**src/common/cart_pkg.sv**
```systemverilog
/*
  Shared types and constants for the cartridge load controller.
  Header addresses are raw host byte addresses and include the copier header.
  Fill rules read address bits up to 9, and a narrower RAM sees zeros there.
  header_mode value 3 is unused and behaves as automatic.
*/
`default_nettype none

package cart_pkg;

	typedef logic [7:0]  dl_index_t;
	typedef logic [23:0] rom_addr_t;
	typedef logic [15:0] word_t;

	// One ROM write, address on top
	typedef struct packed {
		rom_addr_t addr;
		word_t     data;
	} rom_write_t;

	typedef struct packed {
		logic [31:0] flags;
		logic [31:0] addr;
		logic [31:0] compare;
		logic [31:0] replace;
	} cheat_code_t;

	typedef enum logic [1:0] {
		FILL_9966 = 2'd0,
		FILL_00FF = 2'd1,
		FILL_55   = 2'd2,
		FILL_FF   = 2'd3
	} fill_pattern_t;

	typedef enum logic [1:0] {
		HDR_AUTO  = 2'd0,
		HDR_LOROM = 2'd1,
		HDR_HIROM = 2'd2
	} header_mode_t;

	localparam int          COPIER_OFFSET    = 512;
	localparam logic [3:0]  DEFAULT_ROM_SIZE = 4'd12;

	// ROM size byte sits in the high half of this word, RAM size two bytes on
	localparam logic [24:0] LOROM_HDR_ADDR = 25'h007FD6 + 25'(COPIER_OFFSET);
	localparam logic [24:0] HIROM_HDR_ADDR = 25'h00FFD6 + 25'(COPIER_OFFSET);

	// Index 0 or low bits 01 is a cartridge image
	function automatic logic is_cart_index(input dl_index_t index);
		return (index == 8'h00) || (index[5:0] == 6'h01);
	endfunction

	function automatic logic is_cheat_index(input dl_index_t index);
		return &index;
	endfunction

	// 1 KB shifted by size, minus one; RAM size 0 means no RAM
	function automatic rom_addr_t mask_from_size(input logic [3:0] size, input logic is_ram);
		rom_addr_t mask;
		mask = (24'd1024 << size) - 24'd1;
		if (is_ram && size == 4'd0) begin
			mask = '0;
		end
		return mask;
	endfunction

endpackage

`default_nettype wire

```
**src/loader/cheat_assembler.sv**
```systemverilog
/*
  Builds one cheat record from eight words at offsets 0 to 14.
  A record is only emitted when every earlier word of the group arrived.
  A finished record is held until rec_ready; the router stalls cheat words
  meanwhile, so the fields can be written in place.
*/
`timescale 1ns/1ns
`default_nettype none

module cheat_assembler import cart_pkg::*; (
	input  wire         clk_sys,
	input  wire         RESET,
	input  wire         word_valid,
	input  wire [3:0]   word_offset,
	input  wire word_t  word,
	input  wire         cart_start,
	output logic        rec_valid,
	output cheat_code_t rec,
	input  wire         rec_ready
);

	logic [6:0] seen;
	logic [2:0] slot;
	logic       complete;

	assign slot     = word_offset[3:1];
	assign complete = word_valid && (slot == 3'd7) && (&seen);

	// Lower half of each field comes first
	always_ff @(posedge clk_sys) begin
		if (word_valid) begin
			case (slot)
				3'd0: rec.flags[15:0]    <= word;
				3'd1: rec.flags[31:16]   <= word;
				3'd2: rec.addr[15:0]     <= word;
				3'd3: rec.addr[31:16]    <= word;
				3'd4: rec.compare[15:0]  <= word;
				3'd5: rec.compare[31:16] <= word;
				3'd6: rec.replace[15:0]  <= word;
				default: rec.replace[31:16] <= word;
			endcase
		end
	end

	// Words collected so far in the current group
	always_ff @(posedge clk_sys) begin
		if (RESET || cart_start) begin
			seen <= '0;
		end else if (word_valid) begin
			if (slot == 3'd0) begin
				seen <= 7'd1;
			end else if (slot == 3'd7) begin
				seen <= '0;
			end else begin
				seen[slot] <= 1'b1;
			end
		end
	end

	always_ff @(posedge clk_sys) begin
		if (RESET) begin
			rec_valid <= 1'b0;
		end else if (complete) begin
			rec_valid <= 1'b1;
		end else if (rec_ready) begin
			rec_valid <= 1'b0;
		end
	end

endmodule

`default_nettype wire

```
**src/loader/download_router.sv**
```systemverilog
/*
  Steers host download words to the ROM, cheat and header paths.
  Words with an unknown index are accepted and dropped.
  dl_ready stays low on the first cycle of a cartridge download so that
  the RAM clear gets in ahead of any data.
*/
`timescale 1ns/1ns
`default_nettype none

module download_router import cart_pkg::*; (
	input  wire            clk_sys,
	input  wire            RESET,
	input  wire            dl_active,
	input  wire dl_index_t dl_index,
	input  wire            dl_valid,
	output logic           dl_ready,
	input  wire [24:0]     dl_addr,
	input  wire word_t     dl_data,
	input  wire            clearing,
	input  wire            rom_in_ready,
	output logic           rom_in_valid,
	output rom_write_t     rom_in,
	input  wire            code_in_ready,
	output logic           word_valid,
	output logic [3:0]     word_offset,
	output word_t          word,
	output logic           hdr_strobe,
	output logic [24:0]    hdr_addr,
	output logic           cart_start
);

	logic        cart_sel;
	logic        code_sel;
	logic        cart_seen;
	logic        sel_ready;
	logic        accept;
	logic [24:0] cart_addr;

	assign cart_sel = is_cart_index(dl_index);
	assign code_sel = is_cheat_index(dl_index);

	// Previous cycle was already inside a cartridge download
	always_ff @(posedge clk_sys) begin
		if (RESET) begin
			cart_seen <= 1'b0;
		end else begin
			cart_seen <= dl_active && cart_sel;
		end
	end

	assign cart_start = dl_active && cart_sel && !cart_seen;

	always_comb begin
		if (cart_sel) begin
			sel_ready = rom_in_ready;
		end else if (code_sel) begin
			sel_ready = code_in_ready;
		end else begin
			sel_ready = 1'b1;
		end
	end

	assign dl_ready = dl_active && !clearing && !cart_start && sel_ready;
	assign accept   = dl_valid && dl_ready;

	// ============================================================
	// Destinations

	assign cart_addr    = dl_addr - 25'(COPIER_OFFSET);
	assign rom_in_valid = accept && cart_sel;
	assign rom_in       = '{addr: cart_addr[23:0], data: dl_data};

	assign word_valid  = accept && code_sel;
	assign word_offset = dl_addr[3:0];
	assign word        = dl_data;

	// Header capture sees the raw host address
	assign hdr_strobe = accept && cart_sel;
	assign hdr_addr   = dl_addr;

	// Host offers words only inside a download window
	a_valid_in_download: assert property (@(posedge clk_sys) disable iff (RESET)
		dl_valid |-> dl_active);

endmodule

`default_nettype wire

```
**src/loader/header_parser.sv**
```systemverilog
/*
  Picks ROM type, size fields and region out of the cartridge download.
  Auto mode reads the size and type bytes from word 0 of the copier header;
  forced modes read the internal header at 7FD6 or FFD6 past the offset.
  region_sel 2 forces NTSC, 3 forces PAL, 0 and 1 follow the header.
  pal only moves while no cartridge download is running.
*/
`timescale 1ns/1ns
`default_nettype none

module header_parser import cart_pkg::*; (
	input  wire               clk_sys,
	input  wire               RESET,
	input  wire               hdr_strobe,
	input  wire [24:0]        hdr_addr,
	input  wire word_t        word,
	input  wire               cart_active,
	input  wire               cart_start,
	input  wire header_mode_t header_mode,
	input  wire [1:0]         region_sel,
	output logic [7:0]        rom_type,
	output rom_addr_t         rom_mask,
	output rom_addr_t         ram_mask,
	output logic              pal
);

	logic [3:0]  rom_size;
	logic [3:0]  ram_size;
	logic        hdr_region;
	logic        forced;
	logic [24:0] hdr_base;

	assign forced   = (header_mode == HDR_LOROM) || (header_mode == HDR_HIROM);
	assign hdr_base = (header_mode == HDR_HIROM) ? HIROM_HDR_ADDR : LOROM_HDR_ADDR;

	// ============================================================
	// Field capture

	always_ff @(posedge clk_sys) begin
		if (RESET || cart_start) begin
			rom_size   <= DEFAULT_ROM_SIZE;
			ram_size   <= 4'd0;
			hdr_region <= 1'b0;
			rom_type   <= 8'h00;
		end else if (hdr_strobe) begin
			if (hdr_addr == 25'd0) begin
				case (header_mode)
					HDR_LOROM: rom_type <= 8'h00;
					HDR_HIROM: rom_type <= 8'h01;
					default: begin
						rom_type <= word[15:8];
						// Zero size byte keeps the defaults
						if (word[7:0] != 8'h00) begin
							{ram_size, rom_size} <= word[7:0];
						end
					end
				endcase
			end
			if (hdr_addr == 25'd2) begin
				hdr_region <= word[8];
			end
			if (forced && hdr_addr == hdr_base) begin
				rom_size <= word[11:8];
			end
			if (forced && hdr_addr == hdr_base + 25'd2) begin
				ram_size <= word[3:0];
			end
		end
	end

	assign rom_mask = mask_from_size(rom_size, 1'b0);
	assign ram_mask = mask_from_size(ram_size, 1'b1);

	// Video region, frozen during a download
	always_ff @(posedge clk_sys) begin
		if (RESET) begin
			pal <= 1'b0;
		end else if (!cart_active) begin
			pal <= region_sel[1] ? region_sel[0] : hdr_region;
		end
	end

endmodule

`default_nettype wire

```
**src/loader/write_skid.sv**
```systemverilog
/*
  Two-entry valid/ready register stage, registered in both directions.
  An accepted item shows up on the output one cycle later.
  in_ready drops only while a second item waits in the spill register.
*/
`timescale 1ns/1ns
`default_nettype none

module write_skid #(
	parameter type payload_t = logic [7:0]
) (
	input  wire           clk_sys,
	input  wire           RESET,
	input  wire           in_valid,
	output logic          in_ready,
	input  wire payload_t in_data,
	output logic          out_valid,
	input  wire           out_ready,
	output payload_t      out_data
);

	payload_t spill_data;
	logic     spill_valid;
	logic     drain;
	logic     load_spill;

	assign in_ready = !spill_valid;

	// Output register is free this cycle
	assign drain      = out_ready || !out_valid;
	assign load_spill = !drain && in_valid && !spill_valid;

	always_ff @(posedge clk_sys) begin
		if (RESET) begin
			out_valid   <= 1'b0;
			spill_valid <= 1'b0;
		end else if (drain) begin
			out_valid   <= spill_valid || in_valid;
			spill_valid <= 1'b0;
		end else if (load_spill) begin
			spill_valid <= 1'b1;
		end
	end

	// Spilled item goes out before anything new
	always_ff @(posedge clk_sys) begin
		if (drain) begin
			out_data <= spill_valid ? spill_data : in_data;
		end
		if (load_spill) begin
			spill_data <= in_data;
		end
	end

	// Upstream keeps an offered item until it is taken
	a_hold_input: assert property (@(posedge clk_sys) disable iff (RESET)
		in_valid && !in_ready |=> in_valid && $stable(in_data));

endmodule

`default_nettype wire

```
**src/source/ram_clear.sv**
```systemverilog
/*
  Work RAM clear at the start of each cartridge download.
  One byte is written every second cycle, addresses 0 up to all ones, so
  clearing lasts 2 * 2^FILL_ADDR_BITS cycles.
  The fill pattern is latched when the clear starts.
*/
`timescale 1ns/1ns
`default_nettype none

module ram_clear import cart_pkg::*; #(
	parameter int FILL_ADDR_BITS = 17
) (
	input  wire                       clk_sys,
	input  wire                       RESET,
	input  wire                       cart_start,
	input  wire fill_pattern_t        fill_pattern,
	output logic                      clearing,
	output logic                      fill_valid,
	output logic [FILL_ADDR_BITS-1:0] fill_addr,
	output logic [7:0]                fill_data
);

	// Pattern rules look at bits up to 9
	localparam int PAT_BITS = (FILL_ADDR_BITS > 10) ? FILL_ADDR_BITS : 10;

	logic                phase;
	fill_pattern_t       pattern;
	logic [PAT_BITS-1:0] pat_addr;

	// ============================================================
	// Address sweep

	always_ff @(posedge clk_sys) begin
		if (RESET) begin
			clearing  <= 1'b0;
			phase     <= 1'b0;
			fill_addr <= '0;
			pattern   <= FILL_9966;
		end else if (cart_start) begin
			clearing  <= 1'b1;
			phase     <= 1'b0;
			fill_addr <= '0;
			pattern   <= fill_pattern;
		end else if (clearing) begin
			phase <= !phase;
			if (phase) begin
				if (&fill_addr) begin
					clearing <= 1'b0;
				end else begin
					fill_addr <= fill_addr + 1'b1;
				end
			end
		end
	end

	// Write on the first half of each address slot
	assign fill_valid = clearing && !phase;

	// ============================================================
	// Pattern decode

	assign pat_addr = PAT_BITS'(fill_addr);

	always_comb begin
		fill_data = 8'hFF;
		case (pattern)
			FILL_9966: fill_data = (pat_addr[8] ^ pat_addr[2]) ? 8'h66 : 8'h99;
			FILL_00FF: fill_data = (pat_addr[9] ^ pat_addr[0]) ? 8'hFF : 8'h00;
			FILL_55:   fill_data = 8'h55;
			default:   fill_data = 8'hFF;
		endcase
	end

endmodule

`default_nettype wire

```
**src/source/snes_cart_loader.sv**
```systemverilog
/*
  Cartridge load controller top level.
  Host downloads stall while work RAM is being cleared.
  ROM words leave one cycle after acceptance, cheat records two cycles
  after their last word.
*/
`timescale 1ns/1ns
`default_nettype none

module snes_cart_loader import cart_pkg::*; #(
	parameter int FILL_ADDR_BITS = 17
) (
	input  wire                       clk_sys,
	input  wire                       RESET,
	input  wire                       dl_active,
	input  wire dl_index_t            dl_index,
	input  wire                       dl_valid,
	output logic                      dl_ready,
	input  wire [24:0]                dl_addr,
	input  wire word_t                dl_data,
	input  wire header_mode_t         header_mode,
	input  wire [1:0]                 region_sel,
	input  wire fill_pattern_t        fill_pattern,
	output logic                      rom_valid,
	input  wire                       rom_ready,
	output rom_addr_t                 rom_addr,
	output word_t                     rom_data,
	output logic                      code_valid,
	input  wire                       code_ready,
	output cheat_code_t               code,
	output logic                      fill_valid,
	output logic [FILL_ADDR_BITS-1:0] fill_addr,
	output logic [7:0]                fill_data,
	output logic                      clearing,
	output logic [7:0]                rom_type,
	output rom_addr_t                 rom_mask,
	output rom_addr_t                 ram_mask,
	output logic                      pal
);

	wire         cart_active = dl_active && is_cart_index(dl_index);
	wire         cart_start;
	wire         rom_in_valid;
	wire         rom_in_ready;
	rom_write_t  rom_in;
	rom_write_t  rom_out;
	wire         code_in_ready;
	wire         word_valid;
	wire [3:0]   word_offset;
	word_t       word;
	wire         hdr_strobe;
	wire [24:0]  hdr_addr;
	wire         rec_valid;
	cheat_code_t rec;

	download_router u_router (
		.clk_sys       (clk_sys),
		.RESET         (RESET),
		.dl_active     (dl_active),
		.dl_index      (dl_index),
		.dl_valid      (dl_valid),
		.dl_ready      (dl_ready),
		.dl_addr       (dl_addr),
		.dl_data       (dl_data),
		.clearing      (clearing),
		.rom_in_ready  (rom_in_ready),
		.rom_in_valid  (rom_in_valid),
		.rom_in        (rom_in),
		.code_in_ready (code_in_ready),
		.word_valid    (word_valid),
		.word_offset   (word_offset),
		.word          (word),
		.hdr_strobe    (hdr_strobe),
		.hdr_addr      (hdr_addr),
		.cart_start    (cart_start)
	);

	header_parser u_header (
		.clk_sys     (clk_sys),
		.RESET       (RESET),
		.hdr_strobe  (hdr_strobe),
		.hdr_addr    (hdr_addr),
		.word        (rom_in.data),
		.cart_active (cart_active),
		.cart_start  (cart_start),
		.header_mode (header_mode),
		.region_sel  (region_sel),
		.rom_type    (rom_type),
		.rom_mask    (rom_mask),
		.ram_mask    (ram_mask),
		.pal         (pal)
	);

	cheat_assembler u_cheat (
		.clk_sys     (clk_sys),
		.RESET       (RESET),
		.word_valid  (word_valid),
		.word_offset (word_offset),
		.word        (word),
		.cart_start  (cart_start),
		.rec_valid   (rec_valid),
		.rec         (rec),
		.rec_ready   (code_in_ready)
	);

	// ============================================================
	// Output stages

	write_skid #(.payload_t(rom_write_t)) u_rom_skid (
		.clk_sys   (clk_sys),
		.RESET     (RESET),
		.in_valid  (rom_in_valid),
		.in_ready  (rom_in_ready),
		.in_data   (rom_in),
		.out_valid (rom_valid),
		.out_ready (rom_ready),
		.out_data  (rom_out)
	);

	assign rom_addr = rom_out.addr;
	assign rom_data = rom_out.data;

	write_skid #(.payload_t(cheat_code_t)) u_code_skid (
		.clk_sys   (clk_sys),
		.RESET     (RESET),
		.in_valid  (rec_valid),
		.in_ready  (code_in_ready),
		.in_data   (rec),
		.out_valid (code_valid),
		.out_ready (code_ready),
		.out_data  (code)
	);

	ram_clear #(.FILL_ADDR_BITS(FILL_ADDR_BITS)) u_clear (
		.clk_sys      (clk_sys),
		.RESET        (RESET),
		.cart_start   (cart_start),
		.fill_pattern (fill_pattern),
		.clearing     (clearing),
		.fill_valid   (fill_valid),
		.fill_addr    (fill_addr),
		.fill_data    (fill_data)
	);

endmodule

`default_nettype wire

```
**config.mk**
```make
export PLATFORM = sky130hd
export DESIGN_NAME = snes_cart_loader
export DESIGN_NICKNAME = d
export VERILOG_FILES = /design/src/common/cart_pkg.sv /design/src/loader/cheat_assembler.sv /design/src/loader/download_router.sv /design/src/loader/header_parser.sv /design/src/loader/write_skid.sv /design/src/source/ram_clear.sv /design/src/source/snes_cart_loader.sv
export SDC_FILE = /design/constraint.sdc
export NUM_CORES = 1
export LEC_CHECK = 0
export BUFFER_PORTS_ARGS = -buffer_cell sky130_fd_sc_hd__buf_2
export CORE_ASPECT_RATIO = 0.7
export CORE_UTILIZATION = 56
export DETAILED_ROUTE_END_ITERATION = 12
export PLACE_DENSITY = 0.79
export SYNTH_ARGS = -nofsm -noshare
export SYNTH_HDL_FRONTEND = slang
export SYNTH_SLANG_ARGS = --single-unit
```
**constraint.sdc**
```tcl
create_clock -name clk_sys -period 21.7 [get_ports clk_sys]
set_clock_uncertainty 0.15 [all_clocks]
set_input_delay 4.34 -clock clk_sys [delete_from_list [all_inputs] [get_ports clk_sys]]
set_output_delay 4.34 -clock clk_sys [all_outputs]
set_load 0.05 [all_outputs]
```
==> impl_metrics.py <==
metrics = {
    "outcome": {
        "status": "completed",
    },
    "yosys": {
        "number_of_flops_mapped_to_enable_cells_by_yosys": 464,
        "synth_seq_cells": 516,
        "postSynthCellCount": 1083,
        "post_synth_mux_area_share": 0.101,
        "synth_compound_area_frac": 0.0267,
        "synthAdderAreaFrac": 0.00390,
        "syn_area_per_cell_sq_um": 17.8,
        "synth_top_family_by_area": "multiplexers",
        "synth_warnings": 0,
        "mappedNetlistArea_sq_mm": 0.0192,
        "ys_async_sr_fraction": 0,
        "synth.distinct_cells": 58,
        "synth.yosys.seq_area_share": 0.779,
        "yosys.area_share.simple": 0.0578,
        "synth-xor-area-share": 0.0123,
        "yosys_most_used_dff": "sky130_fd_sc_hd__edfxtp_1",
    },
    "placed_design": {
        "routabilityCongestion": 0.876,
        "detailedPlacementHpwl_mm": 25.9,
        "port-buffer-count": 305,
    },
    "clocking": {
        "post_cts.repair.setup_buffers": 0,
        "postCtsHoldBufs": 0,
        "cts_tree": "done",
        "cts_sinks": 516,
        "cts_resized": 0,
        "numCtsBuffers": 47,
        "ctsHtreeMaxLevel": 2,
        "clk_path_buf_depth": 3,
        "clk_pin_slew_ps": 60,
        "ctsRootBufferMaster": "sky130_fd_sc_hd__clkbuf_16",
        "clock_latency_ps": 570,
    },
    "detailed_routing": {
        "ant_nets": 0,
        "first_drt_iteration_drcs": 806,
        "drt-vias-per-instance": 5.64,
        "detailroute.via_count": 10500,
        "wl_per_cell_microns": 22.2,
        "first_pass_iters": 6,
        "routed_wl_mm": 41.6,
        "residual_drc": 0,
    },
    "floorplanning": {
        "chipWidth_microns": 223,
        "floorplan.die_area_sq_mm": 0.0351,
        "io_pins": 316,
        "floorplan.initialDensity": 0.572,
        "die-height_microns": 157,
        "fp-row-count": 56,
        "placeable_area_sq_mm": 0.0336,
    },
    "sta": {
        "final_slew_viol_count": 0,
        "tns_ps": 0,
        "maxClockFrequency_ghz": 0.0995,
        "fin_crit_ps": 10050,
        "final.period_utilization": 0.463,
        "setup_viol": 0,
        "worst_slew_margin_rel": 0.185,
        "rsz_0062_raised_after_global_routing": "false",
        "finalHoldViolCount": 0,
        "min_hold_slack_ps": 275,
        "worst-slew-pin-transition_ps": 1220,
    },
    "setup_path": {
        "crit_arrival_ps": 5560,
        "delay_of_the_slowest_cell_on_the_worst_path_ps": 440,
        "worst_setup_path_end_kind": "primary output",
        "cpLargestDelayFamily": "compound AO/OA/AOI/OAI gates",
        "worst-path-max-fanout": 4,
        "cp.depth": 6,
        "timing.critical_path.buf_inv": 2,
        "critPathRequiredTime_ps": 17210,
        "rr_worst_depth": 5,
        "critical_path.startpoint_type": "input pin",
        "critical-path-top-cell-by-count": "sky130_fd_sc_hd__buf_2",
        "cpMaxStageDelayCell": "sky130_fd_sc_hd__a2111oi_0",
        "timing.setup.critical_path_class": "input pin to primary output",
        "crit_chain": "buf_2 > o21bai_4 > nand3_2 > a21oi_1 > a2111oi_0 > buf_2",
    },
    "global_routing": {
        "groute.usage.overall": 0.236,
        "globalRouteOverflowTotal": 0,
        "grt_pass1_wl_mm": 61.6,
        "antenna_found_initial": 3,
        "largest_net_degree_at_the_start_of_global_routing": 76,
        "first_global_vias": 10200,
    },
    "layout": {
        "drive_above_1_share": 0.410,
        "area_growth_from_synthesis_to_layout_pct": 18.1,
        "final_net_count": 1462,
        "final_core_utilization": 0.676,
    },
    "power": {
        "p_leak_uw": 0.00837,
        "worst_ir_drop_vdd_v": 0.0000513,
        "power_density_mw_per_mm2": 86.5,
    },
    "min_path": {
        "hold_path_class": "register to register",
        "min_path_cells": 0,
    },
    "run": {
        "max_cap_viol_count": 0,
    },
}
[cells in the mapped netlist (all sizes together), types with 8 or more instances]
cell,number,area share
edfxtp,464,0.72
mux2,166,0.097
nor2,61,0.012
dfxtp,52,0.054
nand2,44,0.0086
clkbuf,37,0.0072
buf,26,0.0096
a21oi,23,0.0060
nor3,20,0.0061
xor2,18,0.0082
inv,14,0.0027
nand3,14,0.0039
o21ai,14,0.0038
nand4,9,0.0029
xnor2,9,0.0041
nand2b,8,0.0026
nor4,8,0.0033
o21a,8,0.0031
or4,8,0.0033
[where the power goes]
group / switching [uW] / total (uW) / internal (uW)
sequential: 1.19 / 1080 / 1080
combinational: 45.2 / 58.5 / 13.3
clock: 360 / 829 / 469
total: 406 / 1970 / 1560
[routing by layer]
metal | part of all wire | track usage | up-vias | wire length (microns)
li1 | - | - | 4742 | -
met1 | 0.44 | 0.331 | 5290 | 18200
met2 | 0.48 | 0.386 | 459 | 19800
met3 | 0.070 | 0.0441 | 54 | 2900
met4 | 0.014 | 0.0610 | 0 | 593
met5 | 0 | 0 | - | 0
[through the flow]
stage	std cells	setup slack, ps	total power [uW]	instance area (sq um)
floorplan	1092	3930	1130	19300
global placement	1781	11680	1160	21100
detailed placement	1781	11660	1160	21100
CTS	1868	11640	1980	22700
global route	1868	11580	2020	22700
finish	1869	11650	1970	22700
[cell families after synthesis]
kind of cell / count (synthesis)
multiplexers: 173
XOR/XNOR: 27
AO/OA/AOI/OAI: 73
buffers and inverters: 77
AND/OR/NAND/NOR: 210
adder cells (fa/ha/maj): 6
flip-flops: 516
other: 1
[layout by cell type, fill, tap and decap left out, drive strengths merged, types with 20 or more instances in the layout]
master | netlist | final
edfxtp | 464 | 464
buf | 26 | 317
mux2 | 166 | 166
nor2 | 61 | 61
clkbuf | 37 | 53
dfxtp | 52 | 52
nand2 | 44 | 44
a21oi | 23 | 23
clkinv | 0 | 21
nor3 | 20 | 20
[area by class of cell]
cell class	count	area (sq um)
Multi-Input combinational cell	499	3960
Inverter	14	52.6
Fill cell	2208	10900
Clock buffer	53	1220
Sequential cell	516	15000
Clock inverter	34	349
Antenna cell	1	2.50
Timing Repair Buffer	317	1620
Tap cell	435	544
[state kept, by name, summed over array words and instances, names as in the netlist, 4 cells and up]
name / count
u_code_skid.spill_data: 128
u_clear.fill_addr: 17
u_rom_skid.out_data: 40
u_header.rom_type: 8
u_cheat.rec: 128
u_header.ram_size: 4
u_header.rom_size: 4
u_rom_skid.spill_data: 40
u_cheat.seen: 7
u_code_skid.out_data: 128
[path summary, 6_finish.rpt]
check | startpoint | to | slack, ps
worst max-delay path | dl_index[0] | dl_ready | 11650
worst min-delay path | u_cheat.rec[0]$_DFFE_PP_ | u_code_skid.spill_data[0]$_DFFE_PP_ | 280
worst max register to register | u_code_skid.spill_valid$_SDFFE_PP0P_ | u_cheat.rec[50]$_DFFE_PP_ | 18210
worst min register to register | u_cheat.rec[0]$_DFFE_PP_ | u_code_skid.spill_data[0]$_DFFE_PP_ | 280
No activity file was read; power rests on OpenSTA's default activity.
